### src/source/ascon_defs.svh
`ifndef ASCON_DEFS_SVH
`define ASCON_DEFS_SVH

// Datapath widths
`define ASCON_WORD_BITS        64
`define ASCON_KEY_BITS         128
`define ASCON_LEN_BITS         4
`define ASCON_BLOCK_BYTES      8

// Permutation round counts
`define ASCON_ROUNDS_A         12
`define ASCON_ROUNDS_B         6
`define ASCON_ROUNDS_PER_CYCLE 2

// Ascon-128 IV: k=128, r=64, a=12, b=6
`define ASCON_IV               64'h80400c0600000000

`endif

### src/source/asconAlgPkg.sv
`include "ascon_defs.svh"

package asconAlgPkg;

    // One 64-bit lane of the state, also the size of a data block
    typedef logic [`ASCON_WORD_BITS-1:0] laneT;

    // Five lanes, index 0 is x0 and sits in the most significant lane
    typedef laneT [0:4] permStateT;

    // Round index 0..11, values up to 15 fit
    typedef logic [3:0] roundIdxT;

    // Byte count of a block, 8 means full
    typedef logic [`ASCON_LEN_BITS-1:0] byteLenT;

    ////////////////////////////////////////////////////////////////////////////
    // Round constant
    ////////////////////////////////////////////////////////////////////////////

    // 0xF0, 0xE1, ... 0x4B for rounds 0 to 11
    function automatic logic [7:0] roundConstant(input roundIdxT idx);
        return 8'hF0 - 8'h0F * 8'(idx);
    endfunction

endpackage

### src/source/asconCtrlPkg.sv
package asconCtrlPkg;

    // Controller phases
    // Every state other than idle means a permutation of that phase is running,
    // and the next injection happens when the permutation reports done
    typedef enum logic [2:0] {
        stIdle,
        stInit,
        stAd,
        stText,
        stFinal
    } ctrlStateT;

endpackage

### src/source/asconRound.sv
`timescale 1ns/1ps

module asconRound (
    input  asconAlgPkg::permStateT stateIn,
    input  asconAlgPkg::roundIdxT  roundIdx,
    output asconAlgPkg::permStateT stateOut
);
    import asconAlgPkg::*;

    laneT x0, x1, x2, x3, x4;
    laneT t0, t1, t2, t3, t4;

    function automatic laneT rotr(input laneT v, input int unsigned n);
        return (v >> n) | (v << ($bits(laneT) - n));
    endfunction

    always_comb begin
        x0 = stateIn[0];
        x1 = stateIn[1];
        x2 = stateIn[2];
        x3 = stateIn[3];
        x4 = stateIn[4];

        // Constant addition on the low byte of x2
        x2[7:0] = x2[7:0] ^ roundConstant(roundIdx);

        // S-box layer, bit-sliced across the 64 columns
        x0 = x0 ^ x4;
        x4 = x4 ^ x3;
        x2 = x2 ^ x1;
        t0 = ~x0 & x1;
        t1 = ~x1 & x2;
        t2 = ~x2 & x3;
        t3 = ~x3 & x4;
        t4 = ~x4 & x0;
        x0 = x0 ^ t1;
        x1 = x1 ^ t2;
        x2 = x2 ^ t3;
        x3 = x3 ^ t4;
        x4 = x4 ^ t0;
        x1 = x1 ^ x0;
        x0 = x0 ^ x4;
        x3 = x3 ^ x2;
        x2 = ~x2;

        // Linear diffusion, each lane with its own rotation pair
        stateOut[0] = x0 ^ rotr(x0, 19) ^ rotr(x0, 28);
        stateOut[1] = x1 ^ rotr(x1, 61) ^ rotr(x1, 39);
        stateOut[2] = x2 ^ rotr(x2, 1) ^ rotr(x2, 6);
        stateOut[3] = x3 ^ rotr(x3, 10) ^ rotr(x3, 17);
        stateOut[4] = x4 ^ rotr(x4, 7) ^ rotr(x4, 41);
    end

endmodule

### src/source/asconPermutation.sv
`timescale 1ns/1ps
`include "ascon_defs.svh"

module asconPermutation #(
    parameter int roundsPerCycle = `ASCON_ROUNDS_PER_CYCLE
) (
    input  logic                   clk,
    input  logic                   rst,
    input  logic                   load,
    input  asconAlgPkg::permStateT stateIn,
    input  asconAlgPkg::roundIdxT  startRound,
    output asconAlgPkg::permStateT stateOut,
    output logic                   done
);
    import asconAlgPkg::*;

    // Index one past the last round
    localparam roundIdxT roundEnd = roundIdxT'(`ASCON_ROUNDS_A);

    permStateT stateReg;
    roundIdxT  roundIdx;
    roundIdxT  baseIdx;
    logic      haveResult;
    logic      running;
    permStateT chain [0:roundsPerCycle];

    assign running  = (roundIdx < roundEnd);
    assign chain[0] = load ? stateIn : stateReg;
    assign baseIdx  = load ? startRound : roundIdx;

    // Unrolled rounds for one clock
    for (genvar g = 0; g < roundsPerCycle; g++) begin : g_round
        asconRound u_round (
            .stateIn (chain[g]),
            .roundIdx(baseIdx + roundIdxT'(g)),
            .stateOut(chain[g+1])
        );
    end

    always_ff @(posedge clk or posedge rst) begin
        if (rst) begin
            roundIdx   <= roundEnd;
            haveResult <= 1'b0;
        end else if (load) begin
            roundIdx   <= startRound + roundIdxT'(roundsPerCycle);
            haveResult <= 1'b1;
        end else if (running) begin
            roundIdx <= roundIdx + roundIdxT'(roundsPerCycle);
        end
    end

    always_ff @(posedge clk) begin
        if (load || running) begin
            stateReg <= chain[roundsPerCycle];
        end
    end

    assign stateOut = stateReg;
    assign done     = haveResult && !running;

endmodule

### src/source/asconPadding.sv
`timescale 1ns/1ps
`include "ascon_defs.svh"

module asconPadding (
    input  asconAlgPkg::laneT    block,
    input  asconAlgPkg::byteLenT len,
    output asconAlgPkg::laneT    padded
);
    import asconAlgPkg::*;

    // Bytes are numbered from the MSB end of the lane
    always_comb begin
        for (int b = 0; b < `ASCON_BLOCK_BYTES; b++) begin
            if (b < len) begin
                padded[`ASCON_WORD_BITS-1-8*b -: 8] = block[`ASCON_WORD_BITS-1-8*b -: 8];
            end else if (b == len) begin
                // Pad bit right after the data
                padded[`ASCON_WORD_BITS-1-8*b -: 8] = 8'h80;
            end else begin
                padded[`ASCON_WORD_BITS-1-8*b -: 8] = 8'h00;
            end
        end
    end

endmodule

### src/source/asconController.sv
`timescale 1ns/1ps
`include "ascon_defs.svh"

module asconController (
    input  logic                         clk,
    input  logic                         rst,
    input  logic                         start,
    input  logic                         hasAd,
    input  logic                         enc,
    input  logic [`ASCON_KEY_BITS-1:0]   key,
    input  logic [`ASCON_KEY_BITS-1:0]   nonce,
    input  asconAlgPkg::byteLenT         adLen,
    input  asconAlgPkg::byteLenT         textLen,
    input  asconAlgPkg::laneT            adBlock,
    input  asconAlgPkg::laneT            textBlock,
    input  asconAlgPkg::laneT            padIn,
    input  asconAlgPkg::laneT            padOut,
    input  asconAlgPkg::permStateT       permState,
    input  logic                         permDone,
    output asconAlgPkg::laneT            selBlock,
    output asconAlgPkg::byteLenT         selLen,
    output logic                         load,
    output asconAlgPkg::permStateT       stateIn,
    output asconAlgPkg::roundIdxT        startRound,
    output logic                         read,
    output asconAlgPkg::laneT            outBlock,
    output logic                         outValid,
    output logic [`ASCON_KEY_BITS-1:0]   tag,
    output logic                         tagValid
);
    import asconAlgPkg::*;
    import asconCtrlPkg::*;

    localparam byteLenT  fullLen       = byteLenT'(`ASCON_BLOCK_BYTES);
    localparam roundIdxT longRunStart  = roundIdxT'(0);
    localparam roundIdxT shortRunStart = roundIdxT'(`ASCON_ROUNDS_A - `ASCON_ROUNDS_B);

    ctrlStateT                    state;
    ctrlStateT                    nextState;
    logic [`ASCON_KEY_BITS-1:0]   keyReg;
    laneT                         keyHi;
    laneT                         keyLo;
    logic                         adLast;
    logic                         useAd;
    logic                         doAd;
    logic                         doText;
    laneT                         rawOut;
    laneT                         textMask;
    permStateT                    s;

    assign {keyHi, keyLo} = keyReg;

    ////////////////////////////////////////////////////////////////////////////
    // Block selection for the input padding unit
    ////////////////////////////////////////////////////////////////////////////

    // AD is absorbed right after init, and after every full AD block
    assign useAd = ((state == stInit) && hasAd) || ((state == stAd) && !adLast);

    assign selBlock = useAd ? adBlock : textBlock;
    assign selLen   = useAd ? adLen : textLen;

    // Keep only the first textLen bytes of the output
    always_comb begin
        textMask = '0;
        for (int b = 0; b < `ASCON_BLOCK_BYTES; b++) begin
            if (b < textLen) begin
                textMask[`ASCON_WORD_BITS-1-8*b -: 8] = 8'hFF;
            end
        end
    end

    // Ciphertext when encrypting, plaintext when decrypting
    assign rawOut   = permState[0] ^ (enc ? padIn : textBlock);
    assign outBlock = rawOut & textMask;

    assign tag = {permState[3], permState[4]} ^ keyReg;

    ////////////////////////////////////////////////////////////////////////////
    // Phase FSM and state injection
    ////////////////////////////////////////////////////////////////////////////

    always_comb begin
        s          = permState;
        nextState  = state;
        load       = 1'b0;
        read       = 1'b0;
        outValid   = 1'b0;
        tagValid   = 1'b0;
        startRound = longRunStart;
        doAd       = 1'b0;
        doText     = 1'b0;

        case (state)
            stIdle: begin
                if (start) begin
                    load      = 1'b1;
                    s         = {laneT'(`ASCON_IV), key, nonce};
                    nextState = stInit;
                end
            end
            stInit: begin
                if (permDone) begin
                    s[3] = s[3] ^ keyHi;
                    s[4] = s[4] ^ keyLo;
                    if (useAd) begin
                        doAd = 1'b1;
                    end else begin
                        // Domain separation, no AD at all
                        s[4]   = s[4] ^ laneT'(1);
                        doText = 1'b1;
                    end
                end
            end
            stAd: begin
                if (permDone) begin
                    if (useAd) begin
                        doAd = 1'b1;
                    end else begin
                        s[4]   = s[4] ^ laneT'(1);
                        doText = 1'b1;
                    end
                end
            end
            stText: begin
                if (permDone) begin
                    doText = 1'b1;
                end
            end
            stFinal: begin
                if (permDone) begin
                    tagValid  = 1'b1;
                    nextState = stIdle;
                end
            end
            default: begin
                nextState = stIdle;
            end
        endcase

        // Absorb one padded AD block into x0
        if (doAd) begin
            read       = 1'b1;
            load       = 1'b1;
            s[0]       = s[0] ^ padIn;
            startRound = shortRunStart;
            nextState  = stAd;
        end

        // Text block: x0 becomes the ciphertext side, padded
        if (doText) begin
            read     = 1'b1;
            outValid = 1'b1;
            load     = 1'b1;
            s[0]     = enc ? (s[0] ^ padIn) : (s[0] ^ padOut);
            if (textLen == fullLen) begin
                startRound = shortRunStart;
                nextState  = stText;
            end else begin
                // Last text block, go straight to finalization
                s[1]       = s[1] ^ keyHi;
                s[2]       = s[2] ^ keyLo;
                startRound = longRunStart;
                nextState  = stFinal;
            end
        end
    end

    assign stateIn = s;

    always_ff @(posedge clk or posedge rst) begin
        if (rst) begin
            state  <= stIdle;
            adLast <= 1'b0;
        end else begin
            state <= nextState;
            if (doAd) begin
                adLast <= (adLen != fullLen);
            end
        end
    end

    // Key is sampled once per message
    always_ff @(posedge clk) begin
        if ((state == stIdle) && start) begin
            keyReg <= key;
        end
    end

endmodule

### src/source/asconTop.sv
`timescale 1ns/1ps
`include "ascon_defs.svh"

module asconTop (
    input  logic                         clk,
    input  logic                         rst,
    input  logic                         start,
    input  logic                         hasAd,
    input  logic                         enc,
    input  logic [`ASCON_KEY_BITS-1:0]   key,
    input  logic [`ASCON_KEY_BITS-1:0]   nonce,
    input  asconAlgPkg::laneT            adBlock,
    input  asconAlgPkg::byteLenT         adLen,
    input  asconAlgPkg::laneT            textBlock,
    input  asconAlgPkg::byteLenT         textLen,
    output logic                         read,
    output asconAlgPkg::laneT            outBlock,
    output logic                         outValid,
    output logic [`ASCON_KEY_BITS-1:0]   tag,
    output logic                         tagValid
);
    import asconAlgPkg::*;

    laneT      selBlock;
    byteLenT   selLen;
    laneT      paddedIn;
    laneT      paddedOut;
    logic      load;
    permStateT stateIn;
    roundIdxT  startRound;
    permStateT permState;
    logic      permDone;

    asconController u_controller (
        .clk       (clk),
        .rst       (rst),
        .start     (start),
        .hasAd     (hasAd),
        .enc       (enc),
        .key       (key),
        .nonce     (nonce),
        .adLen     (adLen),
        .textLen   (textLen),
        .adBlock   (adBlock),
        .textBlock (textBlock),
        .padIn     (paddedIn),
        .padOut    (paddedOut),
        .permState (permState),
        .permDone  (permDone),
        .selBlock  (selBlock),
        .selLen    (selLen),
        .load      (load),
        .stateIn   (stateIn),
        .startRound(startRound),
        .read      (read),
        .outBlock  (outBlock),
        .outValid  (outValid),
        .tag       (tag),
        .tagValid  (tagValid)
    );

    asconPermutation #(
        .roundsPerCycle(`ASCON_ROUNDS_PER_CYCLE)
    ) u_permutation (
        .clk       (clk),
        .rst       (rst),
        .load      (load),
        .stateIn   (stateIn),
        .startRound(startRound),
        .stateOut  (permState),
        .done      (permDone)
    );

    // AD or plaintext going into the state
    asconPadding u_padIn (
        .block (selBlock),
        .len   (selLen),
        .padded(paddedIn)
    );

    // Decrypted text re-padded for the x0 update
    asconPadding u_padOut (
        .block (outBlock),
        .len   (textLen),
        .padded(paddedOut)
    );

endmodule

### config.mk
export PLATFORM = sky130hd
export DESIGN_NAME = asconTop
export DESIGN_NICKNAME = d
export VERILOG_FILES = /design/src/source/asconAlgPkg.sv /design/src/source/asconCtrlPkg.sv /design/src/source/asconRound.sv /design/src/source/asconPermutation.sv /design/src/source/asconPadding.sv /design/src/source/asconController.sv /design/src/source/asconTop.sv
export VERILOG_INCLUDE_DIRS = /design/src /design/src/source
export SDC_FILE = /design/constraint.sdc
export NUM_CORES = 2
export LEC_CHECK = 0
export BUFFER_PORTS_ARGS = -buffer_cell sky130_fd_sc_hd__buf_2
export CORE_MARGIN = 1
export CORE_UTILIZATION = 40
export DETAILED_ROUTE_END_ITERATION = 10
export SYNTH_ARGS = -nofsm -noshare
export SYNTH_HDL_FRONTEND = slang
export SYNTH_SLANG_ARGS = --single-unit
### constraint.sdc
create_clock -name clk -period 15 [get_ports clk]
set_input_delay 0.75 -clock clk [delete_from_list [all_inputs] [get_ports clk]]
set_output_delay 0.75 -clock clk [all_outputs]
set_load 0.005 [all_outputs]
## After elaboration in Yosys (flattened, before gate mapping)

Index checks and enable logic that the tools add are counted.

| word-level totals | value |
|---|---|
| register bits | 457 |
| latch bits | 0 |
| bits in writable memories | 0 |
| bits in read-only memories | 0 |
| input port bits | 397 |
| output and inout port bits | 195 |
| word-level logic and storage cells | 253 |
| memories | 0 |

| operators by class | value |
|---|---|
| add/subtract/negate cells | 5 |
| multiply operators | 2 |
| divide/modulo/power cells | 0 |
| $lt $le $gt $ge | 17 |
| eq/ne operators | 23 |
| shifts and indexed selects | 0 |
| muxes and demuxes | 83 |
| bitwise gates (word level) | 98 |
| reduce and logical (&&, ||, !) cells | 15 |

Operator list:

| kind | count |
|---|---|
| 64-bit XOR | 50 |
| 64-bit inverter | 12 |
| 64-bit AND | 11 |
| 320-bit 2-to-1 mux | 2 |
| 192-bit 2-to-1 mux | 2 |
| 8-bit 2-to-1 mux | 40 |
| 128-bit 2-to-1 mux | 2 |
| 64-bit 2-to-1 mux | 4 |
| 64-bit one-hot mux with 3 select lines | 1 |
| 23-bit by 64-bit OR with 64-bit output | 2 |
| 25-bit by 64-bit OR with 64-bit output | 2 |
| 3-bit by 64-bit OR with 64-bit output | 2 |
| 36-bit by 64-bit OR with 64-bit output | 2 |
| 45-bit by 64-bit OR with 64-bit output | 2 |
| 47-bit by 64-bit OR with 64-bit output | 2 |
| 54-bit by 64-bit OR with 64-bit output | 2 |
| 57-bit by 64-bit OR with 64-bit output | 2 |
| 58-bit by 64-bit OR with 64-bit output | 2 |
| 63-bit by 64-bit OR with 64-bit output | 2 |
| 64-bit one-hot mux with 2 select lines | 1 |
| 128-bit XOR | 1 |
| 3-bit by 4-bit equality test with 1-bit output (first input constant) | 8 |
| 3-bit by 4-bit < comparator with 1-bit output (first input constant) | 8 |
| 3-bit 2-to-1 mux | 7 |
| 31 further kinds | 74 |

## Logic depth before layout (Yosys ltp)

| depth | value |
|---|---|
| depth in word-level cells | 32 |
| depth in mapped cells | 27 |
| mapped depth without buffers | 24 |

## By module

Synthesis repeated with hierarchy kept, for this count alone.

| second synthesis, totals | value |
|---|---|
| cell total of the unflattened synthesis | 5890 |
| area total of the unflattened synthesis | 59927.5 um^2 |

By module, submodules not included:

| module | times used | cells an instance | area each (um^2) | sequential area each (um^2) |
|---|---|---|---|---|
| asconRound | 2 | 1665 | 14512.7 | 0.0 |
| asconController | 1 | 1671 | 15808.9 | 3943.8 |
| asconPermutation | 1 | 713 | 13934.6 | 9736.8 |
| asconPadding | 2 | 88 | 579.3 | 0.0 |

## Worst setup path after synthesis

No wires, ideal clock.

| path | value |
|---|---|
| path kind | input port to flip-flop |
| from | input start |
| to | register u_permutation.stateReg (netlist bit u_permutation.stateOut[123]), data pin |
| library setup time | 0.267 ns |
| arrival | 9.750 ns |
| data required time | 14.733 ns |
| path slack | 4.983 ns |
| stages on the path | 26 |
| path buffers | 9 |
| cell sequence | buf_4 or4b_1 buf_4 clkinv_4 buf_12 buf_12 buf_6 buf_12 buf_8 buf_2 buf_1 nand2_1 a21oi_1 a31oi_1 ha_1 xor2_1 nor2_1 mux2_2 or4b_1 xnor3_1 inv_1 ha_1 xnor2_1 xnor2_2 xor2_1 xnor2_1 |

RTL lines:

| what | line | source |
|---|---|---|
| from (decl) | asconTop.sv:7 | `input logic start,` |
| to (signal assigned) | asconPermutation.sv:54 | `stateReg <= chain[roundsPerCycle];` |
| to (decl) | asconPermutation.sv:20 | `permStateT stateReg;` |

==> run_results.csv <==
group,metric,value,unit
global_routing,grt_pass1_vias,52100,
synthesis,synth_most_common_cell,"xnor2_1",
setup_path,r2r_setup_slack,5.66,ns
floorplanning,core,0.157,mm2
timing,rsz0062_at_grt,"false",
clocking,cts_buffers,67,
setup_path,worstPathRequired,15.44,ns
layout,drive_gt1_frac,0.205,
floorplanning,dieWidth,400,um
synthesis,yosysTopAreaCell,"edfxtp_1",
setup_path,crit_path_start_kind,"register",
run_status,failed_checks,"capacitance limit, slew limit",
synthesis,synth_area_leaders,"edfxtp_1, xnor2_1, xnor3_1",
setup_path,max_stage_delay,0.98,ns
worst_hold_path,hold_path.class,"in2async",
setup_path,crit_path_frequent_cell,"xnor2_1",
clocking,path_clk_slew,0.07,ns
synthesis,ys_ff_latch,456,
synthesis,synth_top_area_frac,0.213,
synthesis,syn_area,0.0633,mm2
clocking,cts_sinks,456,
timing,fmax,107,MHz
floorplanning,die_h,400,um
clocking,ctsRootBufferMaster,"clkbuf_16",
global_routing,grt_overflow,0,
clocking,ctsResizeCount,0,
drt,drt_iter0_markers,10300,
clocking,insertion_delay,0.72,ns
run_status,outcome,"finished with violations",
timing,fin_tns_setup,0,ns
layout,finalNetCount,7402,
placement,place_congestion,1.16,
setup_path,cp_slowest_cell,"xnor2_1",
clocking,cts_tree,"done",
timing,tightest_slew,1.63,ns
synthesis,yosys_warnings,0,
drt,ant_nets,0,
synthesis,synth.top_cells.by_count,"xnor2_1, xor2_1, nand2_1",
synthesis,async_flop_share,0.0175,
timing,period_share,0.623,
synthesis,syn_area_per_cell,10.5,um2
drt,vias,57700,
drt,wl_per_cell,48.6,um
global_routing,grt_start_max_net_pins,123,
placement,dp_hpwl,368000,um
job,drv_cap,3,
synthesis,synth-edff-count,448,
placement,port_buffers,591,
global_routing,grtUsageTotal,0.527,
timing,finalHoldViolations,0,
drt,routed_wl,431000,um
setup_path,worstSetupEndpointType,"register",
layout,syn_to_final_growth,14.9,%
global_routing,grt_pass1_wl,537000,um
drt,viasPerCell,6.50,
timing,hold_slack,0.0952,ns
timing,skew,0.0550,ns
timing,final_max_slew_viol_count,11,
clocking,hold_buffers,0,
setup_path,crit_arrival,9.78,ns
setup_path,cp_num_buf_inv,4,
clocking,post_cts_buffers,0,
synthesis,ys.flop_type,"edfxtp_1",
clocking,clock_path_buffers,3,
floorplanning,die-area,0.160,mm2
setup_path,path_max_fanout,24,
drt,drtPass1Iterations,10,
synthesis,synth.yosys.seq_area_share,0.216,
synthesis,synthCells,6032,
drt,drc,0,
timing,setup_viol,0,
clocking,htreeDepth,3,
synthesis,synth_fp_nets,6699,
synthesis,synth_cell_types,133,
floorplanning,rows,145,
floorplanning,start_util,0.404,
timing,fin_crit,9.34,ns
setup_path,critPathKind,"reg2reg",
global_routing,antenna_found_initial,48,
timing,maxSlewHeadroom,-0.0946,
setup_path,critPathTopFamily,"XOR/XNOR gates",
setup_path,cp_cell_sequence,"buf_4 -> and4b_1 -> buf_4 -> nand4_4 -> inv_4 -> buf_4 -> and3_1 -> xor2_1 -> ha_1 -> xnor2_1 -> xnor2_1 -> xor2_1 -> xnor2_1 -> xnor2_1 -> ha_1 -> xnor2_1 -> xnor2_1 -> xnor2_1 -> xnor2_1",
layout,fillers,14800,
floorplanning,ios,592,
[worst register-to-register path, delay by kind of cell, from the launching register on]
kind / cells / cell delay [ns]
xor+xnor: 10 / 5.36
buf+inv: 4 / 1.74
flops: 1 / 0.51
simple gates: 3 / 0.82
fa+ha+maj: 2 / 0.68
[kinds of logic after synthesis]
logic type / Yosys count / synth area share
DFF: 456 / 0.216
muxes: 238 / 0.0387
xor gates and xnor gates: 2327 / 0.439
adders and majority gates: 349 / 0.0663
AOI/OAI and AO/OA: 910 / 0.105
buffers and inverters: 520 / 0.0388
and+or+nand+nor: 1232 / 0.0964
[worst paths after layout]
| check | from | endpoint | depth (start not counted) |
|---|---|---|---|
| worst max register to register | u_permutation.roundIdx[3] | u_permutation.stateOut[76] | 19 |
| worst min-delay path | rst | u_controller.adLast | 2 |
| max in group asynchronous | rst | u_controller.state[0] | 2 |
| worst min register to register | u_permutation.roundIdx[1] | u_permutation.roundIdx[1] | 1 |
| worst max-delay path | u_permutation.roundIdx[3] | u_permutation.stateOut[76] | 19 |
| min in group clk | key[13] | u_controller.keyReg[13] | 1 |
[registers in the layout, indices dropped and copies added, names as in the netlist]
register                  cells
u_controller.state            3
u_permutation.haveResult      1
u_permutation.stateOut      320
u_controller.adLast           1
u_permutation.roundIdx        3
u_controller.keyReg         128
[metal layers]
layer / GRT usage / routed length, um
met5: 0 / 379
met2: 0.739 / 172000
met1: 0.646 / 157000
met4: 0.450 / 46200
met3: 0.177 / 54800
[cells in the final DEF (no fill, tap or decap), types with 17 or more instances in the layout]
cell / n
diode_2: 26
ha_1: 267
buf_2: 590
a21o_1: 19
or3_1: 26
edfxtp_1: 448
buf_4: 280
xnor2_2: 204
o21ai_0: 141
xor3_1: 97
nand2b_1: 34
o21ai_1: 34
nor2b_1: 78
nor2_1: 216
and2_1: 49
a32oi_1: 53
clkbuf_16: 68
maj3_1: 73
xnor3_1: 351
mux2i_1: 195
and3_1: 37
inv_1: 274
xor2_2: 20
o211ai_1: 35
nand2_1: 458
a22oi_1: 18
xnor2_1: 1049
mux2_2: 36
o21a_1: 20
nand3_1: 92
a31oi_1: 80
a211o_1: 17
a221oi_2: 22
a21oi_1: 170
nor3_1: 57
nor3b_1: 24
nand4_1: 39
xor2_1: 601
a211oi_1: 33
[per-stage QoR]
stage	setup slack (ns)	instances	util	instance area (um2)
4_1_cts	6.06	8846	0.464	72600
6_report	5.66	8873	0.464	72700
2_1_floorplan	4.98	6032	-	63300
5_1_grt	5.59	8852	0.464	72600
3_5_place_dp	5.84	8723	0.449	70300
3_3_place_gp	5.87	8723	0.449	70300
[layout make-up]
| type | instances | area [um2] | share of cell area |
|---|---|---|---|
| diodes | 26 | 65.1 | 0.000895 |
| clock buffers | 81 | 1760 | 0.0242 |
| clock inverters | 42 | 505 | 0.00695 |
| inverters | 280 | 1080 | 0.0149 |
| multi-input cells | 5056 | 47900 | 0.659 |
| flip-flops and latches | 456 | 13700 | 0.188 |
| well taps | 2058 | 2570 | 0.0354 |
| repair buffers | 874 | 5130 | 0.0706 |
Power is left out: the tool's default activity adds up to more than one toggle a clock period on the data nets, which glitch-free logic cannot reach.
